File: config.mk
export PLATFORM = sky130hd
export DESIGN_NAME = download_router
export DESIGN_NICKNAME = d
export VERILOG_FILES = /design/src/n64_dl_pkg.sv /design/src/download_router.sv
export SDC_FILE = /design/constraint.sdc
export NUM_CORES = 1
export LEC_CHECK = 0
export ABC_AREA = 1
export BUFFER_PORTS_ARGS = -buffer_cell sky130_fd_sc_hd__buf_2
export CORE_UTILIZATION = 43
export DETAILED_ROUTE_END_ITERATION = 16
export PLACE_DENSITY = 0.82
export REMOVE_ABC_BUFFERS = 1
export SLEW_MARGIN = 20
export SYNTH_ARGS = -nofsm -noshare
export SYNTH_HDL_FRONTEND = slang
export SYNTH_SLANG_ARGS = --single-unit
export TNS_END_PERCENT = 1
File: constraint.sdc
create_clock -name clk_1x -period 3.98 [get_ports clk_1x]
set_clock_uncertainty 0.15 [all_clocks]
set_input_delay 0.597 -clock clk_1x [delete_from_list [all_inputs] [get_ports clk_1x]]
set_output_delay 0.597 -clock clk_1x [all_outputs]
set_load 0.01 [all_outputs]
File: src/n64_dl_pkg.sv
package n64_dl_pkg;

	// ========================================
	// Download index codes
	// ========================================

	// Compared against the low six bits of the host index
	localparam logic [5:0] DL_IDX_PIF = 6'd0;
	localparam logic [5:0] DL_IDX_N64 = 6'd1;
	localparam logic [5:0] DL_IDX_GB  = 6'd2;

	// ========================================
	// Memory map and sizes
	// ========================================

	localparam int MEM_ADDR_W = 27;

	// Handheld cartridge image lives above the main ROM area
	localparam logic [MEM_ADDR_W-1:0] CARTGB_START = 27'd8388608;

	// Word address bits decoded by the on-chip RAM model
	localparam int RAM_WORD_BITS = 10;
	localparam int RAM_LATENCY   = 2;

	localparam int PIF_ADDR_W = 10;
	localparam int AR_W       = 12;

	// ========================================
	// Assembled download word
	// ========================================

	// Boot ROM fills it bytewise, handheld cart fills it by halfword
	typedef union packed {
		logic [3:0][7:0]  bytes;
		logic [1:0][15:0] halves;
	} dl_word_t;

endpackage

File: src/download_router.sv
`timescale 1ns/1ns

module download_router (
	input  logic                              clk_1x,
	input  logic                              RESET,
	input  logic                              ioctl_download,
	input  logic [7:0]                        ioctl_index,
	input  logic [n64_dl_pkg::MEM_ADDR_W-1:0] ioctl_addr,
	output logic                              pif_active,
	output logic                              n64_active,
	output logic                              gb_active,
	output logic                              romcopy_start,
	output logic [n64_dl_pkg::MEM_ADDR_W-1:0] romcopy_size,
	output logic                              cart_loaded
);

	logic ioctl_download_1;
	logic n64_dl_end;

	// Download just dropped while the main cart index is selected
	assign n64_dl_end = !ioctl_download && ioctl_download_1 &&
		(ioctl_index[5:0] == n64_dl_pkg::DL_IDX_N64);

	always_ff @(posedge clk_1x) begin
		if (!RESET) begin
			pif_active       <= 1'b0;
			n64_active       <= 1'b0;
			gb_active        <= 1'b0;
			ioctl_download_1 <= 1'b0;
			romcopy_start    <= 1'b0;
			cart_loaded      <= 1'b0;
		end else begin
			pif_active <= ioctl_download && (ioctl_index[5:0] == n64_dl_pkg::DL_IDX_PIF);
			n64_active <= ioctl_download && (ioctl_index[5:0] == n64_dl_pkg::DL_IDX_N64);
			gb_active  <= ioctl_download && (ioctl_index[5:0] == n64_dl_pkg::DL_IDX_GB);

			ioctl_download_1 <= ioctl_download;
			romcopy_start    <= n64_dl_end;

			// Sticky until next reset
			if (n64_active) begin
				cart_loaded <= 1'b1;
			end
		end
	end

	// Last address of the image gives the copy size
	always_ff @(posedge clk_1x) begin
		if (n64_dl_end) begin
			romcopy_size <= ioctl_addr;
		end
	end

endmodule

==> flow_metrics.py <==
metrics = {
    "placed_design": {
        "io_buffers": 67,
        "dpl.cell_count": 156,
        "finalWeightedCongestion": 0.665,
        "placed_area_mm2": 0.00142,
        "pre_cts_slack_ns": 1.67,
        "place_hpwl_um": 1450,
    },
    "synthesis": {
        "syn_area_mm2": 0.00105,
        "syn_inst": 61,
        "synth-seq-cells": 33,
        "syn_avg_cell_area_um2": 17.2,
        "synth.area.mux_share_pct": 0,
        "synth_top_cell_by_area": "edfxtp_1",
        "synthAdderAreaFrac_pct": 0,
        "synth-seq-area-share_pct": 88.9,
        "synth_xor_area_share_pct": 0,
        "synth_cell_types": 9,
        "synth_top_family_by_area": "simple AND/OR/NAND/NOR gates",
        "synth_top_area_share_pct": 77.4,
        "synthSimpleGateAreaFrac_pct": 7.89,
        "synth_compound_area_share_pct": 0,
        "synth_warnings": 0,
        "synthTopCellsByArea": "edfxtp_1, dfxtp_1, inv_1",
    },
    "global_routing": {
        "gr-usage-all-layers_pct": 16.5,
        "overflow": 0,
        "grt_max_degree": 28,
        "grt_pass1_vias": 688,
        "grt_pass1_wl_um": 2860,
        "antenna_found_initial": 0,
    },
    "sta": {
        "drv_slew": 0,
        "fin_crit_sh_pct": 48.6,
        "worst_pin_slew_ns": 0.972,
        "fmax_mhz": 517,
        "max_slew_margin_pct": 35.1,
        "finalSetupTns_ns": 0,
        "rsz0062_at_grt": "false",
        "finalSetupViolCount": 0,
        "setup_slack_ns": 2.04,
        "hold_viol_final": 0,
        "min_period_ns": 1.94,
    },
    "hold_path": {
        "hp-class": "input port to flop",
        "min_from": "ioctl_addr[10]",
        "hold_end": "romcopy_size[10]",
        "min_path_cells": 1,
    },
    "power_and_ir_drop": {
        "powerDensity_mw_per_mm2": 384,
        "p_sw_share_pct": 18.8,
        "seq_power_share_pct": 66.3,
        "p_leak_nw": 0.669,
        "clkPwrFrac_pct": 29.4,
        "p_sw_w": 0.000106,
        "vdd_ir_drop_max_mv": 0.275,
        "p_comb_share_pct": 4.3,
        "p_int_w": 0.000458,
    },
    "critical_path": {
        "critPathRequiredTime_ns": 3.78,
        "reg2reg_to": "romcopy_size[20]",
        "worstPathMaxFanout": 27,
        "end_kind": "flop",
        "path_class": "input port to flop",
        "r2r-start": "ioctl_download_1",
        "ff2ff_path_depth": 4,
        "crit_arrival_ns": 1.74,
        "worstSetupStartpointType": "input port",
        "reg2reg_setup_slack_ns": 2.20,
    },
    "clock_network": {
        "htree_levels": 2,
        "postCtsSetupBuffers": 0,
        "cts.sinks": 33,
        "clockBufferDepth": 2,
        "cts-root-buf": "clkbuf_4",
        "postCtsHoldBufs": 0,
        "clk_pin_slew_worst_paths_ns": 0.09,
        "clkLatencyLatePin_ns": 0.32,
        "post_cts_resized": 0,
        "cts_tree": "done",
        "cts_buffers": 5,
    },
    "drt": {
        "wl_um": 1890,
        "antenna_left": 0,
        "post_drt_wl_per_cell_um": 11.5,
        "vias_per_cell": 4.41,
        "drt_iter0_drc": 9,
        "dr.pass1.iters": 4,
        "drc_errors": 0,
        "routed-via-count": 723,
    },
    "layout": {
        "n_fill_cell": 190,
        "fin_area_mm2": 0.00147,
        "mostFrequentLayoutCells": "buf_2, edfxtp_1, inv_1, nand2_1, dfxtp_1",
        "mostFrequentLayoutCell": "buf_2",
        "fin_nets": 173,
        "layout-drive-gt1-share_pct": 55.9,
        "synthToLayoutAreaGrowth_pct": 40.0,
        "instances_no_fill": 164,
        "num_antenna_cells": 0,
    },
    "floorplanning": {
        "initial_core_util_pct": 46.4,
        "die_area_mm2": 0.00264,
        "core_mm2": 0.00225,
        "fp.dieH_um": 51.4,
        "rows": 17,
        "pin_count": 70,
        "die_w_um": 51.4,
    },
    "outcome": {
        "run_status": "finished, final reports clean",
    },
    "run": {
        "drv_cap": 0,
    },
}
-- worst max-delay path by stage --
stage	startpoint	slack, ns	to	depth (start not counted)
after floorplan	ioctl_index[1]	2.04	romcopy_size[0]	5
after global placement	ioctl_index[1]	1.72	romcopy_size[20]	6
after detailed placement	ioctl_index[1]	1.67	romcopy_size[20]	6
after CTS	ioctl_index[1]	2.03	romcopy_size[20]	6
after global routing	ioctl_index[1]	1.93	romcopy_size[20]	6
final	ioctl_index[1]	2.04	romcopy_size[20]	6
-- Yosys cell counts --
cell type / count
edfxtp_1: 27
inv_1: 8
nand2_1: 8
dfxtp_1: 6
nor2_1: 5
nor3_1: 3
nor2_2: 2
inv_2: 1
nand2_2: 1
-- state kept, by name, summed over array words and instances (netlist names) --
register / cells
romcopy_start: 1
cart_loaded: 1
romcopy_size: 27
ioctl_download_1: 1
n64_active: 1
gb_active: 1
pif_active: 1
-- routing by layer --
layer  GRT usage (%)  vias up  wire length, um
li1                -      355                -
met1            15.5      302              688
met2            25.7       59              838
met3            9.82        7              319
met4            13.5        0               42
met5               0        -                0
-- cell type report --
class,instances,area (um^2),area share (%)
repair buffers,67,335,22.9
inverters,9,33.8,2.30
well taps,28,35.0,2.39
multi-input cells,19,82.6,5.63
clock buffers,8,48.8,3.33
flip-flops and latches,33,931,63.5
-- critical path, cell delays in order --
cell,delay (ns)
buf_2,0.10
inv_1,0.07
nand2_1,0.07
nor2_1,0.10
nand2_1,0.08
inv_1,0.71
-- cells by family after synthesis --
| logic type | after synthesis |
|---|---|
| buffers and inverters | 9 |
| flip-flops | 33 |
| AND/OR/NAND/NOR | 19 |
-- power groups by stage --
stage | logic [W] | clock network [W] | registers (W)
after global placement | 0.0000229 | 0 | 0.000381
after floorplan | 0.00000503 | 0 | 0.000382
after detailed placement | 0.0000243 | 0 | 0.000381
after CTS | 0.0000243 | 0.000175 | 0.000374
final | 0.0000241 | 0.000166 | 0.000374
after global routing | 0.0000268 | 0.000190 | 0.000374
-- metrics by stage --
stage | util [%] | hold slack, ns | total power (W)
after floorplan | - | 0.339 | 0.000387
after global placement | 62.9 | 0.301 | 0.000404
after detailed placement | 62.9 | 0.330 | 0.000406
after CTS | 65.0 | 0.273 | 0.000572
after global routing | 65.0 | 0.257 | 0.000591
final | 65.0 | 0.294 | 0.000564
(Power assumes the default switching activity.)
