$ cat src/n64_dl_pkg.sv
package n64_dl_pkg;

	// ========================================
	// Download index codes
	// ========================================

	// Compared against the low six bits of the host index
	localparam logic [5:0] DL_IDX_PIF = 6'd0;
	localparam logic [5:0] DL_IDX_N64 = 6'd1;
	localparam logic [5:0] DL_IDX_GB  = 6'd2;

	// ========================================
	// Memory map and sizes
	// ========================================

	localparam int MEM_ADDR_W = 27;

	// Handheld cartridge image lives above the main ROM area
	localparam logic [MEM_ADDR_W-1:0] CARTGB_START = 27'd8388608;

	// Word address bits decoded by the on-chip RAM model
	localparam int RAM_WORD_BITS = 10;
	localparam int RAM_LATENCY   = 2;

	localparam int PIF_ADDR_W = 10;
	localparam int AR_W       = 12;

	// ========================================
	// Assembled download word
	// ========================================

	// Boot ROM fills it bytewise, handheld cart fills it by halfword
	typedef union packed {
		logic [3:0][7:0]  bytes;
		logic [1:0][15:0] halves;
	} dl_word_t;

endpackage

$ cat src/mem_arbiter.sv
`timescale 1ns/1ns

module mem_arbiter (
	input  logic                              clk_1x,
	input  logic                              RESET,
	input  logic                              sys_req,
	input  logic                              sys_rnw,
	input  logic [n64_dl_pkg::MEM_ADDR_W-1:0] sys_addr,
	input  logic [3:0]                        sys_be,
	input  logic [31:0]                       sys_wdata,
	output logic                              sys_ready,
	output logic [31:0]                       sys_rdata,
	input  logic                              cart_req,
	input  logic [n64_dl_pkg::MEM_ADDR_W-1:0] cart_addr,
	input  logic [31:0]                       cart_wdata,
	output logic                              cart_ready,
	output logic                              mem_req,
	output logic                              mem_rnw,
	output logic [n64_dl_pkg::MEM_ADDR_W-1:0] mem_addr,
	output logic [3:0]                        mem_be,
	output logic [31:0]                       mem_wdata,
	input  logic                              mem_ready,
	input  logic [31:0]                       mem_rdata
);

	logic                              sys_pend;
	logic                              cart_pend;
	logic                              busy;
	// High while the cartridge port owns the memory
	logic                              owner;
	logic                              sys_rnw_q;
	logic [n64_dl_pkg::MEM_ADDR_W-1:0] sys_addr_q;
	logic [3:0]                        sys_be_q;
	logic [31:0]                       sys_wdata_q;
	logic [n64_dl_pkg::MEM_ADDR_W-1:0] cart_addr_q;
	logic [31:0]                       cart_wdata_q;

	// ========================================
	// Pending requests and grant
	// ========================================

	always_ff @(posedge clk_1x) begin
		if (!RESET) begin
			sys_pend  <= 1'b0;
			cart_pend <= 1'b0;
			busy      <= 1'b0;
			owner     <= 1'b0;
			mem_req   <= 1'b0;
		end else begin
			mem_req <= 1'b0;
			if (sys_req) begin
				sys_pend <= 1'b1;
			end
			if (cart_req) begin
				cart_pend <= 1'b1;
			end

			if (busy) begin
				if (mem_ready) begin
					busy <= 1'b0;
				end
			end else if (sys_pend) begin
				// System side wins a tie
				busy     <= 1'b1;
				owner    <= 1'b0;
				sys_pend <= 1'b0;
				mem_req  <= 1'b1;
			end else if (cart_pend) begin
				busy      <= 1'b1;
				owner     <= 1'b1;
				cart_pend <= 1'b0;
				mem_req   <= 1'b1;
			end
		end
	end

	// Request fields captured with each pulse
	always_ff @(posedge clk_1x) begin
		if (sys_req) begin
			sys_rnw_q   <= sys_rnw;
			sys_addr_q  <= sys_addr;
			sys_be_q    <= sys_be;
			sys_wdata_q <= sys_wdata;
		end
		if (cart_req) begin
			cart_addr_q  <= cart_addr;
			cart_wdata_q <= cart_wdata;
		end
	end

	// ========================================
	// Memory side and ready steering
	// ========================================

	// Cart port only ever writes full words
	assign mem_rnw   = owner ? 1'b0 : sys_rnw_q;
	assign mem_addr  = owner ? cart_addr_q : sys_addr_q;
	assign mem_be    = owner ? 4'hF : sys_be_q;
	assign mem_wdata = owner ? cart_wdata_q : sys_wdata_q;

	assign sys_ready  = busy && mem_ready && !owner;
	assign cart_ready = busy && mem_ready && owner;
	assign sys_rdata  = mem_rdata;

endmodule

$ cat config.mk
export PLATFORM = sky130hd
export DESIGN_NAME = mem_arbiter
export DESIGN_NICKNAME = d
export VERILOG_FILES = /design/src/n64_dl_pkg.sv /design/src/mem_arbiter.sv
export SDC_FILE = /design/constraint.sdc
export NUM_CORES = 1
export LEC_CHECK = 0
export BUFFER_PORTS_ARGS = -buffer_cell sky130_fd_sc_hd__buf_4
export CAP_MARGIN = 20
export CORE_MARGIN = 1.5
export CORE_UTILIZATION = 41
export DETAILED_ROUTE_END_ITERATION = 7
export PLACE_DENSITY_LB_ADDON = 0.12
export SETUP_SLACK_MARGIN = 0.15
export SLEW_MARGIN = 5
export SYNTH_ARGS = -nofsm -noshare
export SYNTH_HDL_FRONTEND = slang
export SYNTH_SLANG_ARGS = --single-unit
$ cat constraint.sdc
create_clock -name clk_1x -period 1.2 [get_ports clk_1x]
set_clock_uncertainty 0.1 [all_clocks]
set_input_delay 0.12 -clock clk_1x [delete_from_list [all_inputs] [get_ports clk_1x]]
set_output_delay 0.12 -clock clk_1x [all_outputs]
set_load 0.03 [all_outputs]
==> results of run 1 <==
## synthesized netlist by cell type
cell	number	area (um2)
buf_6	4	45.0
nor3b_1	1	7.51
edfxtp_1	123	3690
inv_1	1	3.75
mux2_4	20	300
dfxtp_1	5	100
or2_2	4	25.0
buf_2	3	15.0
o21ai_0	1	5.00
nor2b_1	3	18.8
a21oi_1	1	5.00
mux2_2	37	417
o221a_2	1	11.3
buf_4	32	240
nor2_1	2	7.51
o311a_1	1	10.0
nand2_1	1	3.75
and3_1	1	6.26
mux2i_1	1	10.0
mux2_1	2	22.5
## kinds of logic after synthesis
group	after synthesis	share of synthesized area, %
multiplexers	60	15.1
AND/OR/NAND/NOR	12	1.39
buffers and inverters	40	6.15
flip-flops	128	76.7
AO/OA/AOI/OAI	4	0.632
## per-stage QoR
step | hold WS, ns | setup TNS, ns | cells
detailed placement | 0.140 | -6.03 | 552
global placement | 0.140 | -5.80 | 552
floorplan | 0.119 | 0 | 244
==> run metrics, run 1 <==
sequential share of the synthesized area about three quarters; pre-CTS setup slack -0.141 ns; port buffer count between 150 and 200; die width about 110 um; setup repair bufs after CTS 0; Placed Area 0.00649 mm2; library cells used by synthesis 20; net count after synthesis between 400 and 500; YS warnings 0; number of synthesized register bits between 100 and 150; io pins 259; Halt Reason [ERROR RSZ-0060] Max buffer count reached.; Initial Util 42.6%; Num CTS Buffers 17; placer congestion estimate roughly 0.70; depth of the CTS H-tree 4; root buffer cell clkbuf_16; total clock sinks roughly 130; # rows 39; Max Root-Sink Buffers 2; Avg Cell Area, Syn ~20 um2; Die H between 100 and 150 um; Mapped Area around 0.005 mm2; synthesized instance count 244; post_cts resized between 80 and 90; run status aborted with a tool error; # hold bufs at CTS between 100 and 150; Exit stage clock tree synthesis; DP HPWL 7.22 mm
==> inputs of run 2 (changes only) <==
Settings changed: CORE_UTILIZATION 41 to 31, PLACE_DENSITY_LB_ADDON 0.12 to 0.15, SETUP_SLACK_MARGIN 0.15 to not set.
Clock period 1.2 ns to 1.55 ns, I/O delays scaled along.
==> run 2 against run 1 <==
Against the previous run:
- the flow now finishes, with violations (negative setup slack)
- area after synthesis unchanged
- synthesized cell count unchanged
==> run metrics, run 2 <==
max-cap viol count 0; Synth top area share 74.7% (unchanged); library cells used by synthesis 20 (unchanged); Pwr Density roughly 1100 mW/mm2; leakage roughly 3.6 nW; Initial Util 32.2% (was 42.6%); Async SR Flop Fraction 0% (unchanged); net count after synthesis 404 (unchanged); total clock sinks 128 (unchanged); n_diodes 0; Mapped Area 0.00495 mm2 (unchanged); Fmax 0.549 GHz; # rows 45 (was 39); slowest stage delay, CP about 0.40 ns; GRT Overall Usage ~14%; CTS tree yes; Final ANT Viol Nets 0; WHS Path Cells 2; io pins 259 (unchanged); R2R Path End owner; Tot Pwr 10.1 mW; YS warnings 0 (unchanged); slew margin rel. about 74%; Worst R2R Setup Slack between 0.5 and 0.6 ns; Worst-path clk slew roughly 0.060 ns; RSZ-0062 raised after global routing yes; VDD IR-drop max about 1.1 mV; Wirelength per Cell ~17 um; Least-Margin Pin Slew between 0.3 and 0.4 ns; Hold Fails Final Rpt 0; most common cell in the netlist edfxtp_1 (unchanged); Final #Nets approximately 720; vias per cell ~4.2; Worst Path Max Fanout 5; number of synthesized register bits 128 (unchanged); initial antenna violation count 0; DP HPWL 6.71 mm (was 7.22 mm); reg-to-reg startpoint owner; placer congestion estimate 0.725 (was 0.701); Die H 129 um (was 113 um); min Tclk post-route ~1.8 ns; final setup margin -0.273 ns; Synth Flop Type edfxtp_1 (unchanged); via count 3291; leading registers by flop count cart_wdata_q (32), sys_wdata_q (32); GRT overflow 0; synthesized instance count 244 (unchanged); depth of the CTS H-tree 4 (unchanged); worst path cell trace buf_12 -> buf_8 -> mux2_2 -> buf_6; die area 0.0167 mm2; maximum number of pins on one net before global-route repair 66; Final period util 118%; Area growth syn-to-layout 79.2%; worst hold path type in -> reg; Initial DRT Pass Iterations 4; most frequent cells in the layout 137 x buf_4, 125 x dlygate4sd3_1, 123 x edfxtp_1; Avg Cell Area, Syn 20.3 um2 (unchanged); top post-synthesis cells by count 123 x edfxtp_1, 37 x mux2_2, 32 x buf_4 (unchanged); Placed Area 0.00645 mm2 (was 0.00649 mm2); Setup CP Type reg -> out; fillcell total 1194; post-route cell area between 0.008 and 0.009 mm2; commonest non-fill, non-tap cell in the layout buf_4; # setup viols final between 60 and 70; failing checks negative setup slack; number of global-route vias before repair ~3500; Synth area leaders edfxtp_1 75%, mux2_2 8.4%, mux2_4 6.1%, buf_4 4.9%, dfxtp_1 2.0% (unchanged); layout cell share with drive strength beyond 1 around 53%; first-pass GRT wire length between 15 and 20 mm; sequential share of the synthesized area 76.7% (unchanged); root buffer cell clkbuf_16 (unchanged); Critical Path AT around 1.6 ns; slowest cell on the critical path dfxtp_4; DR iter-0 viols roughly 100; # DRC 0; Max Root-Sink Buffers 2 (unchanged); Num CTS Buffers 17 (unchanged); CP endpoint kind primary output; Hold EP cart_addr_q[3]; CP startpoint kind flip-flop; Core Area roughly 0.015 mm2; Yosys top cell by area edfxtp_1 (unchanged); port buffer count 194 (unchanged); r2r worst-path depth 2; final-report max-slew violation count 0; HP Start cart_req; WL final roughly 13 mm; number of synthesized flops with an enable pin 123 (unchanged); die width 129 um (was 113 um); worst-skew pair later-pin latency 0.41 ns; run status finished, violations left (was aborted with a tool error); WP data required about 1.3 ns
-- run 2: cell counts after synthesis --
Identical to the previous run, type by type.
-- run 2: worst max-delay path, delay by kind of cell (launching register included) --
family                 cells  cell delay, ns
buffers and inverters      3            0.41
flip-flops                 1            0.40
multiplexers               1            0.35
-- run 2: cell type report --
cell class	instances	area [um2]	area share (%)
sequential	128	3800	42.8
timing repair buffer	335	3270	36.9
multi-input combinational	76	977	11.0
clock buffer	20	437	4.93
inverter	1	3.75	0.0423
tap	211	264	2.98
clock inverter	12	119	1.34
-- run 2: power by group --
group          switching [mW]  internal (mW)  leakage, nW
clock network            1.41           2.34        0.263
registers              0.0886           4.10         1.25
logic                   0.924           1.21         2.13
total                    2.42           7.65         3.64
-- run 2: kinds of logic (layout without fill, tap and decap cells) --
kind of cell,count (synthesis),in the layout,share of synthesized area (%)
AOI/OAI and AO/OA,4,4,0.632
muxes,60,60,15.1
DFF,128,128,76.7
buffers and inverters,40,368,6.15
and+or+nand+nor,12,12,1.39
-- run 2: through the flow --
step	std cells	setup slack (ns)	TNS, ns	utilization [%]	hold WS, ns
finish	783	-0.273	-14.79	57.7	0.179
detailed placement	614	0.127	0	42.0	0.210
global placement	614	0.127	0	42.0	0.210
CTS	771	-0.321	-16.60	54.4	0.183
global route	783	-0.324	-18.19	57.7	0.186
floorplan	244	0.239	0	-	0.154
-- run 2: worst max-delay path by stage --
stage / slack, ns / cells past startpoint / start / end
final: -0.27 / 4 / owner / mem_addr[20]
after global routing: -0.32 / 4 / owner / mem_addr[9]
after CTS: -0.32 / 3 / owner / mem_addr[14]
after detailed placement: 0.13 / 3 / owner / mem_addr[14]
after global placement: 0.13 / 3 / owner / mem_addr[24]
after floorplan: 0.24 / 3 / owner / mem_wdata[26]
-- run 2: timing repair --
action                                 4_1_cts  5_1_grt
hold buffers                               125        0
pin swaps                                    0        2
gates resized for setup                     27       73
setup endpoints to repair                   66       66
setup buffers                                0        3
endpoints found under the hold margin      128        0
cloned                                       0        9
-- run 2: layer usage --
metal  up-vias  share of wire (%)  track usage (%)
met5         -                  0                0
met4         0                2.1             6.35
met3        36                6.7             6.32
met2       134                 55             25.7
met1      1587                 36             13.5
li1       1534                  -                -
Power figures use the tool's default switching activity.
