<file path="src/n64_dl_pkg.sv">
package n64_dl_pkg;

	// ========================================
	// Download index codes
	// ========================================

	// Compared against the low six bits of the host index
	localparam logic [5:0] DL_IDX_PIF = 6'd0;
	localparam logic [5:0] DL_IDX_N64 = 6'd1;
	localparam logic [5:0] DL_IDX_GB  = 6'd2;

	// ========================================
	// Memory map and sizes
	// ========================================

	localparam int MEM_ADDR_W = 27;

	// Handheld cartridge image lives above the main ROM area
	localparam logic [MEM_ADDR_W-1:0] CARTGB_START = 27'd8388608;

	// Word address bits decoded by the on-chip RAM model
	localparam int RAM_WORD_BITS = 10;
	localparam int RAM_LATENCY   = 2;

	localparam int PIF_ADDR_W = 10;
	localparam int AR_W       = 12;

	// ========================================
	// Assembled download word
	// ========================================

	// Boot ROM fills it bytewise, handheld cart fills it by halfword
	typedef union packed {
		logic [3:0][7:0]  bytes;
		logic [1:0][15:0] halves;
	} dl_word_t;

endpackage

</file>
<file path="src/cart_writer.sv">
`timescale 1ns/1ns

module cart_writer (
	input  logic                              clk_1x,
	input  logic                              RESET,
	input  logic                              gb_active,
	input  logic                              ioctl_wr,
	input  logic [n64_dl_pkg::MEM_ADDR_W-1:0] ioctl_addr,
	input  logic [15:0]                       ioctl_dout,
	input  logic                              cart_ready,
	output logic                              cart_req,
	output logic [n64_dl_pkg::MEM_ADDR_W-1:0] cart_addr,
	output logic [31:0]                       cart_wdata,
	output logic                              ioctl_wait
);

	n64_dl_pkg::dl_word_t word_q;
	logic                 word_done;

	assign word_done = gb_active && ioctl_wr && ioctl_addr[1];

	// ========================================
	// Request and host stall
	// ========================================

	always_ff @(posedge clk_1x) begin
		if (!RESET) begin
			cart_req   <= 1'b0;
			ioctl_wait <= 1'b0;
		end else begin
			cart_req <= word_done;
			if (!gb_active) begin
				ioctl_wait <= 1'b0;
			end else begin
				if (word_done) begin
					ioctl_wait <= 1'b1;
				end
				// Memory took the word, let the host continue
				if (cart_ready) begin
					ioctl_wait <= 1'b0;
				end
			end
		end
	end

	// ========================================
	// Word assembly
	// ========================================

	always_ff @(posedge clk_1x) begin
		if (gb_active && ioctl_wr) begin
			if (!ioctl_addr[1]) begin
				word_q.halves[0] <= ioctl_dout;
				cart_addr        <= ioctl_addr + n64_dl_pkg::CARTGB_START;
			end else begin
				word_q.halves[1] <= ioctl_dout;
			end
		end
	end

	assign cart_wdata = word_q.halves;

endmodule

</file>
<file path="config.mk">
export PLATFORM = sky130hd
export DESIGN_NAME = cart_writer
export DESIGN_NICKNAME = d
export VERILOG_FILES = /design/src/n64_dl_pkg.sv /design/src/cart_writer.sv
export SDC_FILE = /design/constraint.sdc
export NUM_CORES = 1
export LEC_CHECK = 0
export BUFFER_PORTS_ARGS = -buffer_cell sky130_fd_sc_hd__buf_4
export CAP_MARGIN = 20
export CORE_MARGIN = 2
export CORE_UTILIZATION = 42
export DETAILED_ROUTE_END_ITERATION = 8
export PLACE_DENSITY = 0.74
export SYNTH_ARGS = -nofsm -noshare
export SYNTH_HDL_FRONTEND = slang
export SYNTH_SLANG_ARGS = --single-unit
</file>
<file path="constraint.sdc">
create_clock -name clk_1x -period 3.05 [get_ports clk_1x]
set_input_delay 0.1525 -clock clk_1x [delete_from_list [all_inputs] [get_ports clk_1x]]
set_output_delay 0.1525 -clock clk_1x [all_outputs]
set_load 0.02 [all_outputs]
</file>
==> results by stage, run 1 <==
Final layout:
- The area of combinational cells with multiple inputs is 81.3 µm².
- 0 antenna diodes ended up in the layout.
- The final standard cell area without fillers is 3230 µm².
- The share of post-route cells with drive strength above 1 is 0.533.
- The count of fill cells added during filler insertion is 261.
- The register cell area after layout is 1810 µm².
- From synthesis to final layout, the design area changed by 71.2%.
- The number of nets in the layout is 271.

Power:
- Of the total power, the share spent switching nets is 0.215.
- The total power after layout is 1.74 mW.
- The power share of the combinational group is 0.120.
- The fraction of power consumed by the clock network is 0.320.
- The static leakage is 1.32 nW.
- The worst-case IR drop observed on VDD is 351 µV.
- The sequential power share is 0.561.
- The power per cell area is 538 nW/µm².
- The internal power component is 1.36 mW.
- The net switching power is 0.374 mW.

Worst setup path:
- The maximum net fanout on the critical path is 1.
- The data arrival time at the worst-slack endpoint is 0.90 ns.
- The delay of the slowest cell on the worst path is 0.40 ns.
- The critical path goes through buf_4.
- The category of the worst setup path launch point is a flop.
- The number of buffer and inverter stages on the critical path is 1.
- STA classifies the critical path endpoint as an output port.
- The critical path is of the flop to output port type.
- STA puts the critical path data required time at 2.90 ns.
- The master of the slowest instance on the critical path is sky130_fd_sc_hd__edfxtp_1.
- The kind of cell with the highest combined delay on the critical path is flip-flops.

Run:
- Across the run, the number of max-cap violations was 0.

Die:
- Measured along the x axis, the die boundary spans 71.1 µm.
- The initial utilization of the core area, before any placement, comes to 0.434.
- The number of rows in the core area is 24.
- The die is 71.1 µm tall.
- The number of top-level pins is 109.
- The floorplan step defined a die boundary enclosing 5050 µm².
- The floorplan core area is 4350 µm².

Timing:
- Adding up every negative setup slack in the final design gives 0 ns.
- In the finished design, the share of the clock period the worst path needs comes to 0.345.
- The count of final hold-check violations is 0.
- The clock period could shrink to 1.05 ns.
- The setup clock skew after layout is 0 ns.
- The pin slew with the least headroom to its limit is 0.458 ns.
- The total count of max-transition violations in the final report is 0.
- Setup violations remaining at the end of the flow were counted as 0.
- In this run the tightest slew margin relative to its limit is 0.694.
- Setup repair after global routing left no endpoint under its margin.
- The maximum operating frequency is 951 MHz.

Synth:
- After synthesis, the share of flip-flops with an asynchronous set or reset is 0.
- The Yosys step of the flow raised 0 warnings.
- The number of synthesized register bits is 61.
- The mapped netlist covers 1890 µm².
- The sequential share of the synthesized area is 0.959.
- Sorting the synthesized cells by area gives the leading types as sky130_fd_sc_hd__edfxtp_1, sky130_fd_sc_hd__dfxtp_1, sky130_fd_sc_hd__ha_1.
- The share of synthesized area in the top cell type comes to 0.938.
- By count the netlist is led by sky130_fd_sc_hd__edfxtp_1, sky130_fd_sc_hd__dfxtp_1, sky130_fd_sc_hd__nand2_1.
- The most used flip-flop cell after synthesis is sky130_fd_sc_hd__edfxtp_1.
- The gate count after technology mapping is 73.
- Counting flops with a built-in enable in the synthesized netlist gives 59.
- By instance count, the leading cell after synthesis is sky130_fd_sc_hd__edfxtp_1.
- Summed over all instances, the cell type with the most area after synthesis is sky130_fd_sc_hd__edfxtp_1.
- Averaged over all synthesized cells, the footprint is 25.9 µm².
- The net count of the mapped netlist is 122.
- Counting distinct cell types in the post-synthesis netlist gives 13.

Clock network:
- TritonCTS built the clock tree.
- The number of sinks handled by clock tree synthesis is 61.
- The H-tree was split into 3 levels.
- In this run, post-CTS repair resized a total of 0 instances.
- The clock transition at the register clock pins on the worst setup and hold paths after CTS is 0.06 ns.
- In this run the post-CTS setup repair buffer count came out at 0.
- The tree is rooted in a sky130_fd_sc_hd__clkbuf_8.
- The clock insertion delay at the later pin of the skew report is 0.32 ns.
- Counting along the longest clock path gives a buffer depth of 2.
- The number of clock buffers added by TritonCTS is 9.

Placement:
- Port buffering added 108 buffers.
- The cell area reported after detailed placement is 2770 µm².
- The wire-length estimate of the detail-placed layout is 2860 µm.
- The final estimated routing congestion in global placement is 0.700.

Global routing:
- The wire length of the first global-routing pass is 6350 µm.
- The global-route congestion overflow total is 0.
- The aggregate global-route resource usage is 0.174.
- The via count of the first global-routing pass was 1314.
- The number of antenna violations at the first check in global routing is 0.
- The maximum number of pins on one net before global-route repair is 44.

Route:
- The final routed DRC violation total is 0.
- In the final routed layout, each cell accounts on average for 15.3 µm.
- The number of nets still failing antenna checks after routing is 0.
- After detailed routing, the total wire length is 4280 µm.
- The initial DRC count is 68.
- The length of the first detailed-routing pass in iterations is 4.
- In the routed layout, each cell is associated on average with a via count of 4.44.
- The detailed router placed 1239 vias in this run.

Status:
- The flow ran to the end, and the final reports show no timing, DRC or antenna violations.

Min path:
- The worst hold-check path type is input pin to flop.
[per-stage QoR]
step	setup slack [ns]	util	cells	hold slack, ns
after floorplan	0.584	-	73	0.229
after global placement	1.48	0.637	233	0.316
after detailed placement	1.42	0.637	233	0.321
after CTS	1.75	0.729	274	0.000298
after global routing	1.98	0.743	279	0.000376
final	2.00	0.743	279	0.0150
[power groups by stage]
stage               clock (mW)  combinational (mW)  sequential (mW)
floorplan                    0              0.0134             1.04
global placement             0               0.172            0.991
detailed placement           0               0.177            0.993
CTS                      0.572               0.203            0.976
global route             0.618               0.220            0.977
finish                   0.556               0.208            0.975
[routing by layer]
layer	wire length [µm]	track usage
met5	0	0
met4	100	0.107
met3	331	0.0413
met2	2440	0.319
met1	1410	0.178
[cells by family (layout without fill, tap and decap cells)]
kind of cell,Yosys count,count (layout),synth area share
AOI/OAI and AO/OA,1,1,0.00265
xor gates and xnor gates,2,2,0.00927
adders and majority gates,1,1,0.00662
buffers and inverters,1,155,0.00198
DFF,61,61,0.959
and+or+nand+nor,7,7,0.0205
[cell type report]
| class | count | share of cell area |
|---|---|---|
| multi-input cells | 11 | 0.0251 |
| clock buffers | 13 | 0.0429 |
| repair buffers | 138 | 0.347 |
| clock inverters | 3 | 0.00387 |
| inverters | 1 | 0.00116 |
| well taps | 52 | 0.0201 |
| flip-flops and latches | 61 | 0.560 |
[registers in the layout, summed over array words and instances, names as in the netlist]
register	flops
cart_req	1
cart_addr	27
ioctl_wait	1
cart_wdata	32
[cells in the final DEF, fill, tap and decap left out]
master                          Yosys  layout
sky130_fd_sc_hd__inv_1              1       1
sky130_fd_sc_hd__clkbuf_1           0       4
sky130_fd_sc_hd__dlygate4sd3_1      0      29
sky130_fd_sc_hd__clkinv_1           0       2
sky130_fd_sc_hd__nor3_1             1       1
sky130_fd_sc_hd__clkbuf_8           0       9
sky130_fd_sc_hd__clkinv_2           0       1
sky130_fd_sc_hd__ha_1               1       1
sky130_fd_sc_hd__edfxtp_1          59      59
sky130_fd_sc_hd__and3_4             1       1
sky130_fd_sc_hd__buf_12             0       1
sky130_fd_sc_hd__xor2_1             1       1
sky130_fd_sc_hd__dfxtp_1            2       2
sky130_fd_sc_hd__xnor2_1            1       1
sky130_fd_sc_hd__buf_4              0     108
sky130_fd_sc_hd__nand2_1            2       2
sky130_fd_sc_hd__and2_1             1       1
sky130_fd_sc_hd__nand3_1            1       1
sky130_fd_sc_hd__nor2_4             0       1
sky130_fd_sc_hd__a21oi_1            1       1
[final timing paths]
kind | start | endpoint | slack (ns) | cells past startpoint
max | cart_wdata[8]$_DFFE_PP_ | cart_wdata[8] | 2.00 | 1
min | ioctl_addr[14] | cart_addr[14]$_DFFE_PP_ | 0.02 | 1
max reg2reg | ioctl_wait$_SDFFE_PP0P_ | ioctl_wait$_SDFFE_PP0P_ | 2.46 | 2
min reg2reg | ioctl_wait$_SDFFE_PP0P_ | ioctl_wait$_SDFFE_PP0P_ | 0.52 | 2
[what timing repair did]
action,CTS,global route
endpoints found under the setup margin,0,0
hold endpoints to repair,30,5
hold buffers,25,4
Power figures use the tool's default switching activity.
==> inputs of run 2 (changes only) <==
--- a/config.mk
+++ b/config.mk
@@ -8,9 +8,9 @@
 export BUFFER_PORTS_ARGS = -buffer_cell sky130_fd_sc_hd__buf_4
 export CAP_MARGIN = 20
 export CORE_MARGIN = 2
-export CORE_UTILIZATION = 42
+export CORE_UTILIZATION = 38
 export DETAILED_ROUTE_END_ITERATION = 8
-export PLACE_DENSITY = 0.74
+export PLACE_DENSITY = 0.71
 export SYNTH_ARGS = -nofsm -noshare
 export SYNTH_HDL_FRONTEND = slang
 export SYNTH_SLANG_ARGS = --single-unit
==> constraint.sdc (replaced) <==
create_clock -name clk_1x -period 0.95 [get_ports clk_1x]
set_input_delay 0.0475 -clock clk_1x [delete_from_list [all_inputs] [get_ports clk_1x]]
set_output_delay 0.0475 -clock clk_1x [all_outputs]
set_load 0.02 [all_outputs]
==> run 2 against run 1 <==
Compared with the run above: the run now ends with negative setup slack left; clock power grew to 3.1 times the previous value; sequential power grew to 3.2 times the previous value; sequential share of layout area is 4.2 points lower; wire length is 28% higher; core utilization is 0.70 points lower; hold slack better by 0.0068 ns; first-iteration DRC count is 10% lower; clock skew stayed put; die area is 9.9% higher; largest cell class unchanged; final cell count is 10% higher; final area is 8.2% higher; clock-buffer cell count is 3 lower.
==> results by stage, run 2 (synthesis results as in run 1) <==
Timing:
- Of the available clock period, the critical path in the final layout requires 1.00.
- The pin slew with the least headroom to its limit is 0.240 ns (was 0.458 ns).
- The worst hold-check slack is 0.0218 ns (was 0.0150 ns).
- The total count of max-transition violations in the final report is 0 (unchanged).
- The total of endpoints with negative setup slack in the final report came to 1 (was 0).
- Timing would allow up to 1050 MHz.
- The tightest slew margin relative to the limit is 0.840 (was 0.694).
- The post-route worst setup slack came to -0.00398 ns (was 2.00 ns).
- The total negative slack for setup checks was -0.00398 ns (was 0 ns).
- The setup clock skew after layout came to 0 ns (unchanged).
- The smallest clock period supported by the final layout is computed as 0.954 ns.
- Setup repair after global routing missed its margin: yes (was no).
- The count of final hold-check violations is 0 (unchanged).

Global routing:
- The aggregate global-route resource usage is 0.186 (was 0.174).
- The global-route congestion overflow total is 0 (unchanged).
- The number of antenna violations at the first check in global routing came to 0 (unchanged).
- The maximum number of pins on one net before global-route repair is 25 (was 44).
- The via count of the first global-routing pass was 1361 (was 1314).
- The wire length of the first global-routing pass was 7110 µm (was 6350 µm).

Worst setup path:
- The number of gates on the worst path with buffers counted is 1 (unchanged).
- The sort of element at the end of the critical path is an output port (unchanged).
- List of cells traversed by the critical path: buf_4 (unchanged).
- The kind of cell with the highest combined delay on the critical path is flip-flops (unchanged).
- The worst path required time came to 0.90 ns (was 2.90 ns).
- The maximum net fanout on the critical path was 1 (unchanged).
- The category of the worst setup path launch point was a flop (unchanged).
- The delay of the slowest cell on the worst path is 0.41 ns (was 0.40 ns).
- The worst setup path category is flop to output port (unchanged).
- The master of the slowest instance on the critical path was sky130_fd_sc_hd__edfxtp_1 (unchanged).
- The data arrival time at the worst-slack endpoint was 0.91 ns (was 0.90 ns).
- The number of buffer and inverter stages on the critical path is 1 (unchanged).
- The path depth of the worst reg2reg path is 2 (unchanged).

Route:
- The mean routed wirelength per cell is 17.8 µm (was 15.3 µm).
- The initial DRC count is 61 (was 68).
- The number of nets still failing antenna checks after routing is 0 (unchanged).
- The average vias per placed instance was 4.41 (was 4.44).
- The length of the first detailed-routing pass in iterations came to 7 (was 4).
- The final routed DRC violation total is 0 (unchanged).
- The routed wire length was 5480 µm (was 4280 µm).
- The detailed-route via count came to 1355 (was 1239).

Final layout:
- The share of the core filled with cells is 0.736 (was 0.743).
- The flip-flop count of the largest register after layout is 32 (unchanged).
- The most frequent standard cell in the layout excluding fill and tap cells is sky130_fd_sc_hd__buf_4 (unchanged).
- The final standard cell area without fillers is 3500 µm² (was 3230 µm²).
- The number of nets in the layout is 286 (was 271).
- The share of post-route cells with drive strength above 1 is 0.517 (was 0.533).
- The non-filler instance count after layout is 307 (was 279).
- The count of inserted antenna diode cells is 0 (unchanged).
- The area added between synthesis and finish is 85.2% (was 71.2%).
- Commonest non-fill, non-tap cells in the layout: sky130_fd_sc_hd__buf_4, sky130_fd_sc_hd__edfxtp_1, sky130_fd_sc_hd__dlygate4sd3_1 (unchanged).

Die:
- The vertical extent of the die was 74.5 µm (was 71.1 µm).
- The number of top-level pins is 109 (unchanged).
- The starting density of the core was 0.397 (was 0.434).
- The number of rows in the core area is 25 (was 24).
- The floorplan core area was 4750 µm² (was 4350 µm²).
- The die area is 5550 µm² (was 5050 µm²).
- The die span in x is 74.5 µm (was 71.1 µm).

Clock network:
- The clock insertion delay at the later pin of the skew report is 0.31 ns (was 0.32 ns).
- The buffer type at the clock tree root is sky130_fd_sc_hd__clkbuf_8 (unchanged).
- The number of sinks handled by clock tree synthesis is 61 (unchanged).
- The maximum number of buffers from clock root to sink is 2 (unchanged).
- The post-CTS setup-driven buffer insertion count was 0 (unchanged).
- The maximum level of the CTS H-tree was 3 (unchanged).
- The clock tree from TritonCTS is yes (unchanged).
- The clock transition at the register clock pins on the worst setup and hold paths after CTS came to 0.06 ns (about the same).
- The number of CTS-inserted buffers was 9 (unchanged).

Placement:
- The count of buffers from port buffering is 108 (unchanged).
- The worst slack at placement came to 0.0472 ns (was 1.42 ns).
- The cell area reported after detailed placement was 2850 µm² (was 2770 µm²).
- The post-DP HPWL is 3130 µm (was 2860 µm).
- The total placed cells including tap cells is 250 (was 233).
- The final estimated routing congestion in global placement is 0.725 (was 0.700).

Status:
- Status: finished with violations (was finished clean).
- The final reports fail on negative setup slack.

Min path:
- The number of cells on the worst hold path was 2 (was 1).
- The worst hold-check path type is input pin to flop (unchanged).

Power:
- The total power after layout was 5.67 mW (was 1.74 mW).
- The static leakage was 1.42 nW (was 1.32 nW).
- The worst ir drop on vdd was 707 µV (was 351 µV).
- The power per cell area is 1620 nW/µm² (was 538 nW/µm²).

Run:
- The max capacitance violation total is 0 (unchanged).
==> run 2: changes by cell type in the layout (fill, tap and decap cells not counted), sizes merged <==
cell,previous run,this run
clkbuf,13,10
dlygate4sd3,29,43
clkinv,3,4
buf,109,110
==> run 2: worst paths after layout <==
kind / startpoint / end / slack (ns)
worst max-delay path: cart_addr[20]$_DFFE_PP_ / cart_addr[20] / -0.004
worst min register to register: ioctl_wait$_SDFFE_PP0P_ / ioctl_wait$_SDFFE_PP0P_ / 0.52
worst max register to register: ioctl_wait$_SDFFE_PP0P_ / ioctl_wait$_SDFFE_PP0P_ / 0.35
worst min-delay path: ioctl_addr[26] / cart_addr[26]$_DFFE_PP_ / 0.02
==> run 2: cell type report <==
type / count / area, µm²
timing repair buffer: 153 / 1360
clock buffer: 10 / 128
inverter: 1 / 3.75
tap: 67 / 83.8
sequential: 61 / 1810
multi-input combinational: 11 / 97.6
fill: 287 / 1260
clock inverter: 4 / 17.5
==> run 2: power by group <==
| group | internal (mW) | switching (mW) |
|---|---|---|
| clock network | 0.889 | 0.858 |
| registers | 3.10 | 0.0530 |
| logic | 0.429 | 0.341 |
==> run 2: what timing repair did <==
item / in CTS / in global routing
gates resized for setup: 1 / 19
hold buffers: 43 / 0
hold endpoints to repair: 58 / 0
setup endpoints to repair: 1 / 20
==> run 2: per-layer routing <==
metal | routed length (µm) | track usage | vias up
li1 | - | - | 613
met1 | 1910 | 0.189 | 653
met2 | 3060 | 0.325 | 85
met3 | 447 | 0.0705 | 4
met4 | 53 | 0.107 | 0
met5 | 0 | 0 | -
