`config.mk`:
```
export PLATFORM = sky130hd
export DESIGN_NAME = aspect_ratio
export DESIGN_NICKNAME = d
export VERILOG_FILES = /design/src/n64_dl_pkg.sv /design/src/aspect_ratio.sv
export SDC_FILE = /design/constraint.sdc
export NUM_CORES = 1
export LEC_CHECK = 0
export ABC_CLOCK_PERIOD_IN_PS = 1100
export BUFFER_PORTS_ARGS = -buffer_cell sky130_fd_sc_hd__buf_2
export CAP_MARGIN = 15
export CORE_MARGIN = 8
export CORE_UTILIZATION = 30
export DETAILED_ROUTE_END_ITERATION = 8
export SETUP_SLACK_MARGIN = 0.3
export SLEW_MARGIN = 20
export SYNTH_ARGS = -nofsm -noshare
export SYNTH_HDL_FRONTEND = slang
export SYNTH_SLANG_ARGS = --single-unit
```
`constraint.sdc`:
```
create_clock -name clk_1x -period 1.1 [get_ports clk_1x]
set_input_delay 0.055 -clock clk_1x [delete_from_list [all_inputs] [get_ports clk_1x]]
set_output_delay 0.055 -clock clk_1x [all_outputs]
set_load 0.1 [all_outputs]
```
`src/n64_dl_pkg.sv`:
```
package n64_dl_pkg;

	// ========================================
	// Download index codes
	// ========================================

	// Compared against the low six bits of the host index
	localparam logic [5:0] DL_IDX_PIF = 6'd0;
	localparam logic [5:0] DL_IDX_N64 = 6'd1;
	localparam logic [5:0] DL_IDX_GB  = 6'd2;

	// ========================================
	// Memory map and sizes
	// ========================================

	localparam int MEM_ADDR_W = 27;

	// Handheld cartridge image lives above the main ROM area
	localparam logic [MEM_ADDR_W-1:0] CARTGB_START = 27'd8388608;

	// Word address bits decoded by the on-chip RAM model
	localparam int RAM_WORD_BITS = 10;
	localparam int RAM_LATENCY   = 2;

	localparam int PIF_ADDR_W = 10;
	localparam int AR_W       = 12;

	// ========================================
	// Assembled download word
	// ========================================

	// Boot ROM fills it bytewise, handheld cart fills it by halfword
	typedef union packed {
		logic [3:0][7:0]  bytes;
		logic [1:0][15:0] halves;
	} dl_word_t;

endpackage

```
`src/aspect_ratio.sv`:
```
`timescale 1ns/1ns

module aspect_ratio (
	input  logic                        clk_1x,
	input  logic                        RESET,
	input  logic                        pal,
	input  logic                        fixed_blanks_off,
	input  logic                        direct_fb,
	input  logic [1:0]                  crop_vertical,
	input  logic [1:0]                  ar_mode,
	output logic [n64_dl_pkg::AR_W-1:0] video_arx,
	output logic [n64_dl_pkg::AR_W-1:0] video_ary
);

	logic [n64_dl_pkg::AR_W-1:0] core_x;
	logic [n64_dl_pkg::AR_W-1:0] core_y;

	always_ff @(posedge clk_1x) begin
		if (!RESET) begin
			core_x <= 12'd4;
			core_y <= 12'd3;
		end else if (fixed_blanks_off || direct_fb) begin
			// Full picture shown, plain 4:3
			core_x <= 12'd4;
			core_y <= 12'd3;
		end else if (pal) begin
			case (crop_vertical)
				2'd0: begin
					core_x <= 12'd512;
					core_y <= 12'd387;
				end
				2'd1: begin
					core_x <= 12'd1024;
					core_y <= 12'd731;
				end
				2'd2: begin
					core_x <= 12'd2048;
					core_y <= 12'd1419;
				end
				default: ;
			endcase
		end else begin
			// NTSC
			case (crop_vertical)
				2'd0: begin
					core_x <= 12'd512;
					core_y <= 12'd381;
				end
				2'd1: begin
					core_x <= 12'd1280;
					core_y <= 12'd889;
				end
				2'd2: begin
					core_x <= 12'd2560;
					core_y <= 12'd1714;
				end
				default: ;
			endcase
		end
	end

	// Non-zero mode passes a scaler selection code instead
	assign video_arx = (ar_mode == 2'd0) ? core_x :
		{{(n64_dl_pkg::AR_W-2){1'b0}}, ar_mode - 2'd1};
	assign video_ary = (ar_mode == 2'd0) ? core_y : '0;

endmodule

```
==> results of run 1 <==
-- cell type report --
cell class                      count  area (um2)
Multi-Input combinational cell     73         551
Sequential cell                    15         319
Tap cell                           31        38.8
Clock buffer                        4        26.3
Timing Repair Buffer               33         458
Inverter                            4        15.0
Fill cell                         257        1300
-- kinds of logic (layout without fill, tap and decap cells) --
| kind of cell | Yosys count | after routing | synth area share |
|---|---|---|---|
| flops | 15 | 15 | 0.357 |
| buf+inv | 16 | 41 | 0.116 |
| fa+ha+maj | 4 | 4 | 0.0595 |
| other cells | 1 | 6 | 0.00446 |
| simple gates | 45 | 45 | 0.295 |
| mux | 5 | 5 | 0.0595 |
| compound gates | 13 | 13 | 0.109 |
-- worst min path at each step --
stage                           from   endpoint  slack, ps  cells after the start
floorplan           fixed_blanks_off  core_x[2]        180                      2
global placement           direct_fb  core_y[0]        390                      4
detailed placement  fixed_blanks_off  core_x[2]        400                      4
CTS                 fixed_blanks_off  core_x[2]        100                      4
global route               direct_fb  core_x[2]        100                      4
finish                     direct_fb  core_x[2]        100                      4
-- cells in the mapped netlist, drive strengths merged --
master / number / share of area
nor3b: 2 / 0.018
or3b: 1 / 0.013
o21ai: 2 / 0.012
buf: 11 / 0.094
dfxtp: 15 / 0.36
inv: 4 / 0.018
nand2: 7 / 0.031
ha: 4 / 0.060
a211o: 3 / 0.031
conb: 1 / 0.0045
nor2b: 5 / 0.037
nor3: 2 / 0.012
nand3b: 1 / 0.0089
mux2i: 5 / 0.060
and2: 16 / 0.12
a21oi: 8 / 0.065
nor2: 9 / 0.040
nand2b: 2 / 0.015
clkbuf: 1 / 0.0045
-- per-layer routing --
layer	part of all wire	wire length (um)	vias to the layer above	track usage
met5	0	0	-	0
met4	0.022	42	0	0.0376
met3	0.035	66	4	0.0194
met2	0.58	1110	12	0.169
met1	0.36	684	335	0.0747
li1	-	-	363	-
-- per-stage QoR --
step           power (mW)  cells  setup slack (ps)  hold WS (ps)
6_report             1.33    160              85.3          99.4
5_1_grt              1.38    160              54.7           100
4_1_cts              1.33    159              76.5          99.9
3_5_place_dp         1.00    151              86.3           399
3_3_place_gp         1.00    151               105           395
2_1_floorplan       0.916    104               183           179
-- power by group through the flow --
stage / combinational [mW] / sequential [mW] / clock [mW]
floorplan: 0.342 / 0.574 / 0
global route: 0.465 / 0.568 / 0.348
global placement: 0.424 / 0.576 / 0
CTS: 0.438 / 0.566 / 0.325
detailed placement: 0.428 / 0.576 / 0
finish: 0.442 / 0.566 / 0.319
-- flip-flops by register name, indices dropped and copies added (netlist names) --
name / flops
core_y: 11
core_x: 4
-- critical path: stages, from the launching register on --
cell                      delay [ps]
sky130_fd_sc_hd__dfxtp_2         330
sky130_fd_sc_hd__and2_4          170
sky130_fd_sc_hd__buf_12          170
-- cells in the final DEF (no fill, tap or decap), types with 3 or more instances in the layout --
| cell | Yosys | final |
|---|---|---|
| sky130_fd_sc_hd__conb_1 | 1 | 6 |
| sky130_fd_sc_hd__a211o_1 | 3 | 3 |
| sky130_fd_sc_hd__dfxtp_2 | 0 | 15 |
| sky130_fd_sc_hd__inv_1 | 4 | 3 |
| sky130_fd_sc_hd__mux2i_1 | 5 | 5 |
| sky130_fd_sc_hd__buf_4 | 7 | 4 |
| sky130_fd_sc_hd__nand2_1 | 7 | 6 |
| sky130_fd_sc_hd__buf_12 | 0 | 18 |
| sky130_fd_sc_hd__and2_4 | 0 | 15 |
| sky130_fd_sc_hd__a21oi_2 | 4 | 4 |
| sky130_fd_sc_hd__clkbuf_4 | 0 | 3 |
| sky130_fd_sc_hd__a21oi_1 | 4 | 4 |
| sky130_fd_sc_hd__nor2_1 | 9 | 8 |
| sky130_fd_sc_hd__buf_2 | 3 | 9 |
| sky130_fd_sc_hd__nor2b_1 | 5 | 4 |
-- what timing repair did --
action | CTS | global route
buffers inserted | 4 | 1
gates resized for setup | 19 | 4
setup endpoints to repair | 16 | 17
hold endpoints to repair | 0 | 0
pin swaps | 1 | 1
==> impl_metrics.sql, run 1 <==
INSERT INTO impl_metrics (metric_group, metric, value, unit) VALUES
('floorplanning', 'die_area', '4750', 'um2'),
('clocking', 'clockBufferDepth', '2', ''),
('timing', 'timing_hold_violations_final', '0', ''),
('yosys', 'yosys_warnings', '0', ''),
('layout', 'insertedDiodeCount', '0', ''),
('route', 'finalWirelength', '1.90', 'mm'),
('yosys', 'synth_cell_type_count', '22', ''),
('status', 'run_status', 'finished, final reports clean', ''),
('power', 'vdd_drop_max', '0.601', 'mV'),
('place', 'place.gp.congestion', '0.791', ''),
('timing', 'report.final.slew_viol_count', '0', ''),
('timing', 'rsz0062_at_grt', 'true', ''),
('critical_path', 'critical_path.startpoint_type', 'register', ''),
('worst_hold_path', 'hold_crit_class', 'in -> reg', ''),
('clocking', 'clock_tree.root_cell', 'sky130_fd_sc_hd__clkbuf_4', ''),
('timing', 'fin_crit', '1010', 'ps'),
('critical_path', 'setup.worst_path.class', 'reg -> out', ''),
('clocking', 'clock-sinks', '15', ''),
('route', 'antenna_left', '0', ''),
('power', 'pwr-share-comb', '0.333', ''),
('place', 'dpl-instance-area', '1310', 'um2'),
('floorplanning', 'design.core.area', '2710', 'um2'),
('route', 'drc', '0', ''),
('grt', 'globalRoute.totalOverflow', '0', ''),
('route', 'routed_len_inst', '11.9', 'um'),
('critical_path', 'end_kind', 'output pin', ''),
('clocking', 'cts_hold_buf', '0', ''),
('timing', 'finalSetupViolCount', '0', ''),
('clocking', 'cts.clk_slew.worst_paths', '90', 'ps'),
('critical_path', 'crit_path_start', 'core_y[10]', ''),
('power', 'p_leak', '0.607', 'nW'),
('yosys', 'synthesized_area_per_cell', '8.49', 'um2'),
('grt', 'grt_start_max_net_pins', '23', ''),
('grt', 'grt_overall_usage', '0.0834', ''),
('critical_path', 'worst-r2r-cell-count', '4', ''),
('yosys', 'synth_seq_cells', '15', ''),
('critical_path', 'ff2ff_setup_slack', '310', 'ps'),
('grt', 'antenna_found_initial', '0', ''),
('layout', 'syn2layout_area_growth', '67.4', '%'),
('critical_path', 'regToRegEndpoint', 'core_y[3]', ''),
('critical_path', 'worst-endpoint-arrival', '960', 'ps'),
('power', 'power-per-cell-area', '943', 'nW/um2'),
('critical_path', 'crit-reg2reg-launch', 'core_y[3]', ''),
('timing', 'min_period_over_period', '0.922', ''),
('timing', 'max_clock_freq', '985', 'MHz'),
('grt', 'number_of_global_route_vias_before_repair', '735', ''),
('route', 'drt_first_iter_violations', '22', ''),
('critical_path', 'cp_data_required_time', '1040', 'ps'),
('critical_path', 'worstSetupEndpoint', 'video_arx[11]', ''),
('clocking', 'cts.htree.levels', '1', ''),
('yosys', 'cell_area_after_synthesis', '841', 'um2'),
('power', 'power.sequential.fraction', '0.426', ''),
('layout', 'post-route-util', '0.519', ''),
('place', 'place.detailed.hpwl', '1.48', 'mm'),
('job', 'cap_viol_max_count', '0', ''),
('yosys', 'synth_sequential_area_ratio', '0.357', ''),
('route', 'dr_pass1_iterations', '4', ''),
('timing', 'setup_tns', '0', 'ps'),
('floorplanning', 'placementRows', '19', ''),
('power', 'psw', '0.482', 'mW'),
('layout', 'fraction_of_layout_cells_with_a_size_suffix_above_1', '0.620', ''),
('layout', 'layout.cell_area.non_filler', '1410', 'um2'),
('floorplanning', 'die_w', '68.9', 'um'),
('clocking', 'cts_tree', 'done', ''),
('power', 'power.switching_fraction', '0.363', ''),
('yosys', 'synth_cells', '99', ''),
('grt', 'global_route_wire_length_before_repair', '3.02', 'mm'),
('route', 'vias_per_cell', '4.46', ''),
('layout', 'layout.nets', '143', ''),
('critical_path', 'critical_path.max_fanout', '2', ''),
('power', 'p_clk_frac', '0.240', ''),
('clocking', 'worst_skew_pair.late_latency', '280', 'ps'),
('floorplanning', 'die_h', '68.9', 'um'),
('clocking', 'numCtsBuffers', '3', ''),
('route', 'route.vias.total', '714', ''),
('place', 'io_buffers', '26', ''),
('floorplanning', 'boundaryPins', '33', ''),
('floorplanning', 'initial_utilization', '0.310', ''),
('timing', 'clock-skew-final', '0', 'ps'),
('power', 'internal_pwr_total', '0.845', 'mW');
Note: power is estimated with default switching activity, not from simulation.
==> run 2: changes to the inputs <==
--- a/config.mk
+++ b/config.mk
@@ -5,7 +5,7 @@
 export SDC_FILE = /design/constraint.sdc
 export NUM_CORES = 1
 export LEC_CHECK = 0
-export ABC_CLOCK_PERIOD_IN_PS = 1100
+export ABC_CLOCK_PERIOD_IN_PS = 1200
 export BUFFER_PORTS_ARGS = -buffer_cell sky130_fd_sc_hd__buf_2
 export CAP_MARGIN = 15
 export CORE_MARGIN = 8
@@ -16,3 +16,4 @@
 export SYNTH_ARGS = -nofsm -noshare
 export SYNTH_HDL_FRONTEND = slang
 export SYNTH_SLANG_ARGS = --single-unit
+export TNS_END_PERCENT = 1
==> constraint.sdc (replaced) <==
create_clock -name clk_1x -period 1.2 [get_ports clk_1x]
set_input_delay 0.06 -clock clk_1x [delete_from_list [all_inputs] [get_ports clk_1x]]
set_output_delay 0.06 -clock clk_1x [all_outputs]
set_load 0.1 [all_outputs]
==> impl_metrics.sql, run 2 (synthesized netlist as in run 1, its figures left out) <==
INSERT INTO impl_metrics (metric_group, metric, value, unit) VALUES
('route', 'route.vias.total', '726', ''),
('timing', 'max_clock_freq', '973', 'MHz'),
('route', 'routed_len_inst', '12.6', 'um'),
('grt', 'number_of_global_route_vias_before_repair', '757', ''),
('critical_path', 'end_kind', 'output pin', ''),
('grt', 'grt_start_max_net_pins', '16', ''),
('critical_path', 'ff2ff_setup_slack', '550', 'ps'),
('layout', 'num-fill-cells', '266', ''),
('layout', 'register_area', '309', 'um2'),
('layout', 'layout.cell_area.non_filler', '1280', 'um2'),
('route', 'finalWirelength', '1.97', 'mm'),
('clocking', 'worst_skew_pair.late_latency', '280', 'ps'),
('layout', 'largest_registers', 'core_y (11), core_x (4)', ''),
('clocking', 'numCtsBuffers', '3', ''),
('timing', 'fin_crit', '1030', 'ps'),
('critical_path', 'cp_top_family', 'flip-flops', ''),
('timing', 'clock-skew-final', '0', 'ps'),
('layout', 'layout.nets', '140', ''),
('floorplanning', 'boundaryPins', '33', ''),
('timing', 'rsz0062_at_grt', 'true', ''),
('layout', 'regMostFlops', 'core_y', ''),
('timing', 'min_period_over_period', '0.856', ''),
('job', 'cap_viol_max_count', '0', ''),
('floorplanning', 'die_h', '68.9', 'um'),
('layout', 'syn2layout_area_growth', '52.2', '%'),
('clocking', 'clock_tree.root_cell', 'sky130_fd_sc_hd__clkbuf_4', ''),
('place', 'pre_cts_slack', '95.1', 'ps'),
('power', 'p_leak', '0.557', 'nW'),
('floorplanning', 'die_w', '68.9', 'um'),
('route', 'drt_first_iter_violations', '28', ''),
('timing', 'setup_tns', '0', 'ps'),
('worst_hold_path', 'hold_crit_class', 'in -> reg', ''),
('grt', 'antenna_found_initial', '0', ''),
('critical_path', 'critical_path.max_fanout', '2', ''),
('layout', 'multi_input_area', '490', 'um2'),
('clocking', 'clockBufferDepth', '2', ''),
('critical_path', 'critical_path.startpoint_type', 'register', ''),
('power', 'power-per-cell-area', '915', 'nW/um2'),
('critical_path', 'setup.worst_path.class', 'reg -> out', ''),
('critical_path', 'cp_num_buf_inv', '1', ''),
('power', 'vdd_drop_max', '0.422', 'mV'),
('grt', 'grt_overall_usage', '0.0912', ''),
('floorplanning', 'die_area', '4750', 'um2'),
('layout', 'fraction_of_layout_cells_with_a_size_suffix_above_1', '0.484', ''),
('place', 'dpl-instance-area', '1230', 'um2'),
('critical_path', 'path_cells', 'and2_4 -> buf_12', ''),
('layout', 'layout.cells.most_common_list', 'sky130_fd_sc_hd__buf_12, sky130_fd_sc_hd__buf_2, sky130_fd_sc_hd__nor2_1, sky130_fd_sc_hd__and2_2, sky130_fd_sc_hd__dfxtp_1', ''),
('critical_path', 'worst-endpoint-arrival', '970', 'ps'),
('route', 'drc', '0', ''),
('clocking', 'cts_hold_buf', '0', ''),
('grt', 'globalRoute.totalOverflow', '0', ''),
('floorplanning', 'initial_utilization', '0.310', ''),
('clocking', 'post_cts.resized_instances', '8', ''),
('clocking', 'post-cts-setup-buffers', '0', ''),
('layout', 'most_frequent_standard_cell_in_the_layout_excluding_fill_and_tap_cells', 'sky130_fd_sc_hd__buf_12', ''),
('floorplanning', 'design.core.area', '2710', 'um2'),
('floorplanning', 'placementRows', '19', ''),
('route', 'vias_per_cell', '4.62', ''),
('layout', 'flip_flop_count_of_the_largest_register_after_layout', '11', ''),
('place', 'place.detailed.hpwl', '1.56', 'mm'),
('critical_path', 'worst_path_largest_cell_delay', '350', 'ps'),
('layout', 'post-route-util', '0.472', ''),
('place', 'io_buffers', '26', ''),
('clocking', 'clock-sinks', '15', ''),
('critical_path', 'cp_data_required_time', '1140', 'ps'),
('clocking', 'cts.clk_slew.worst_paths', '90', 'ps'),
('layout', 'insertedDiodeCount', '0', ''),
('timing', 'final.setup.worst_slack', '172', 'ps'),
('route', 'dr_pass1_iterations', '4', ''),
('timing', 'finalSetupViolCount', '0', ''),
('critical_path', 'critPathSlowestCell', 'sky130_fd_sc_hd__dfxtp_2', ''),
('clocking', 'cts.htree.levels', '1', ''),
('timing', 'timing_hold_violations_final', '0', ''),
('route', 'antenna_left', '0', ''),
('grt', 'global_route_wire_length_before_repair', '3.35', 'mm'),
('clocking', 'cts_tree', 'done', ''),
('status', 'run_status', 'finished, final reports clean', ''),
('place', 'place.gp.congestion', '0.757', ''),
('timing', 'report.final.slew_viol_count', '0', '');
-- run 2: changes by cell type in the layout (fill, tap and decap cells not counted), sizes merged --
cell | previous run | this run
buf | 33 | 30
-- run 2: layer usage --
metal	vias to the layer above	global-route usage	wire (um)
met3	4	0.0404	182
met1	337	0.102	827
li1	358	-	-
met4	0	0.0376	29
met2	27	0.148	934
met5	-	0	0
-- run 2: worst min-delay path: cells and delay by family --
family | cells | cell delay [ps]
simple gates | 2 | 150
buf+inv | 1 | 90
-- run 2: worst paths after layout --
| kind | start | end | depth (start not counted) |
|---|---|---|---|
| min | fixed_blanks_off | core_x[2] | 3 |
| max | core_y[10] | video_arx[11] | 2 |
| max reg2reg | core_y[10] | core_y[10] | 2 |
| min reg2reg | core_x[2] | core_x[2] | 2 |
-- run 2: power by group --
part           switching (mW)  internal [mW]  leakage (nW)
Combinational           0.263          0.106         0.418
Clock                   0.156          0.129        0.0150
Sequential            0.00651          0.511         0.123
-- run 2: metrics by stage --
step / power, mW / instances / hold WS [ps]
2_1_floorplan: 0.819 / 104 / 184
3_3_place_gp: 0.888 / 153 / 310
3_5_place_dp: 0.895 / 153 / 327
4_1_cts: 1.18 / 157 / 37.7
5_1_grt: 1.22 / 157 / 48.5
6_report: 1.17 / 157 / 38.6
-- run 2: layout make-up --
cell class / count / share of cell area
sequential: 15 / 0.241
clock buffer: 4 / 0.0205
tap: 31 / 0.0303
inverter: 4 / 0.0117
timing repair buffer: 30 / 0.313
multi-input combinational: 73 / 0.383
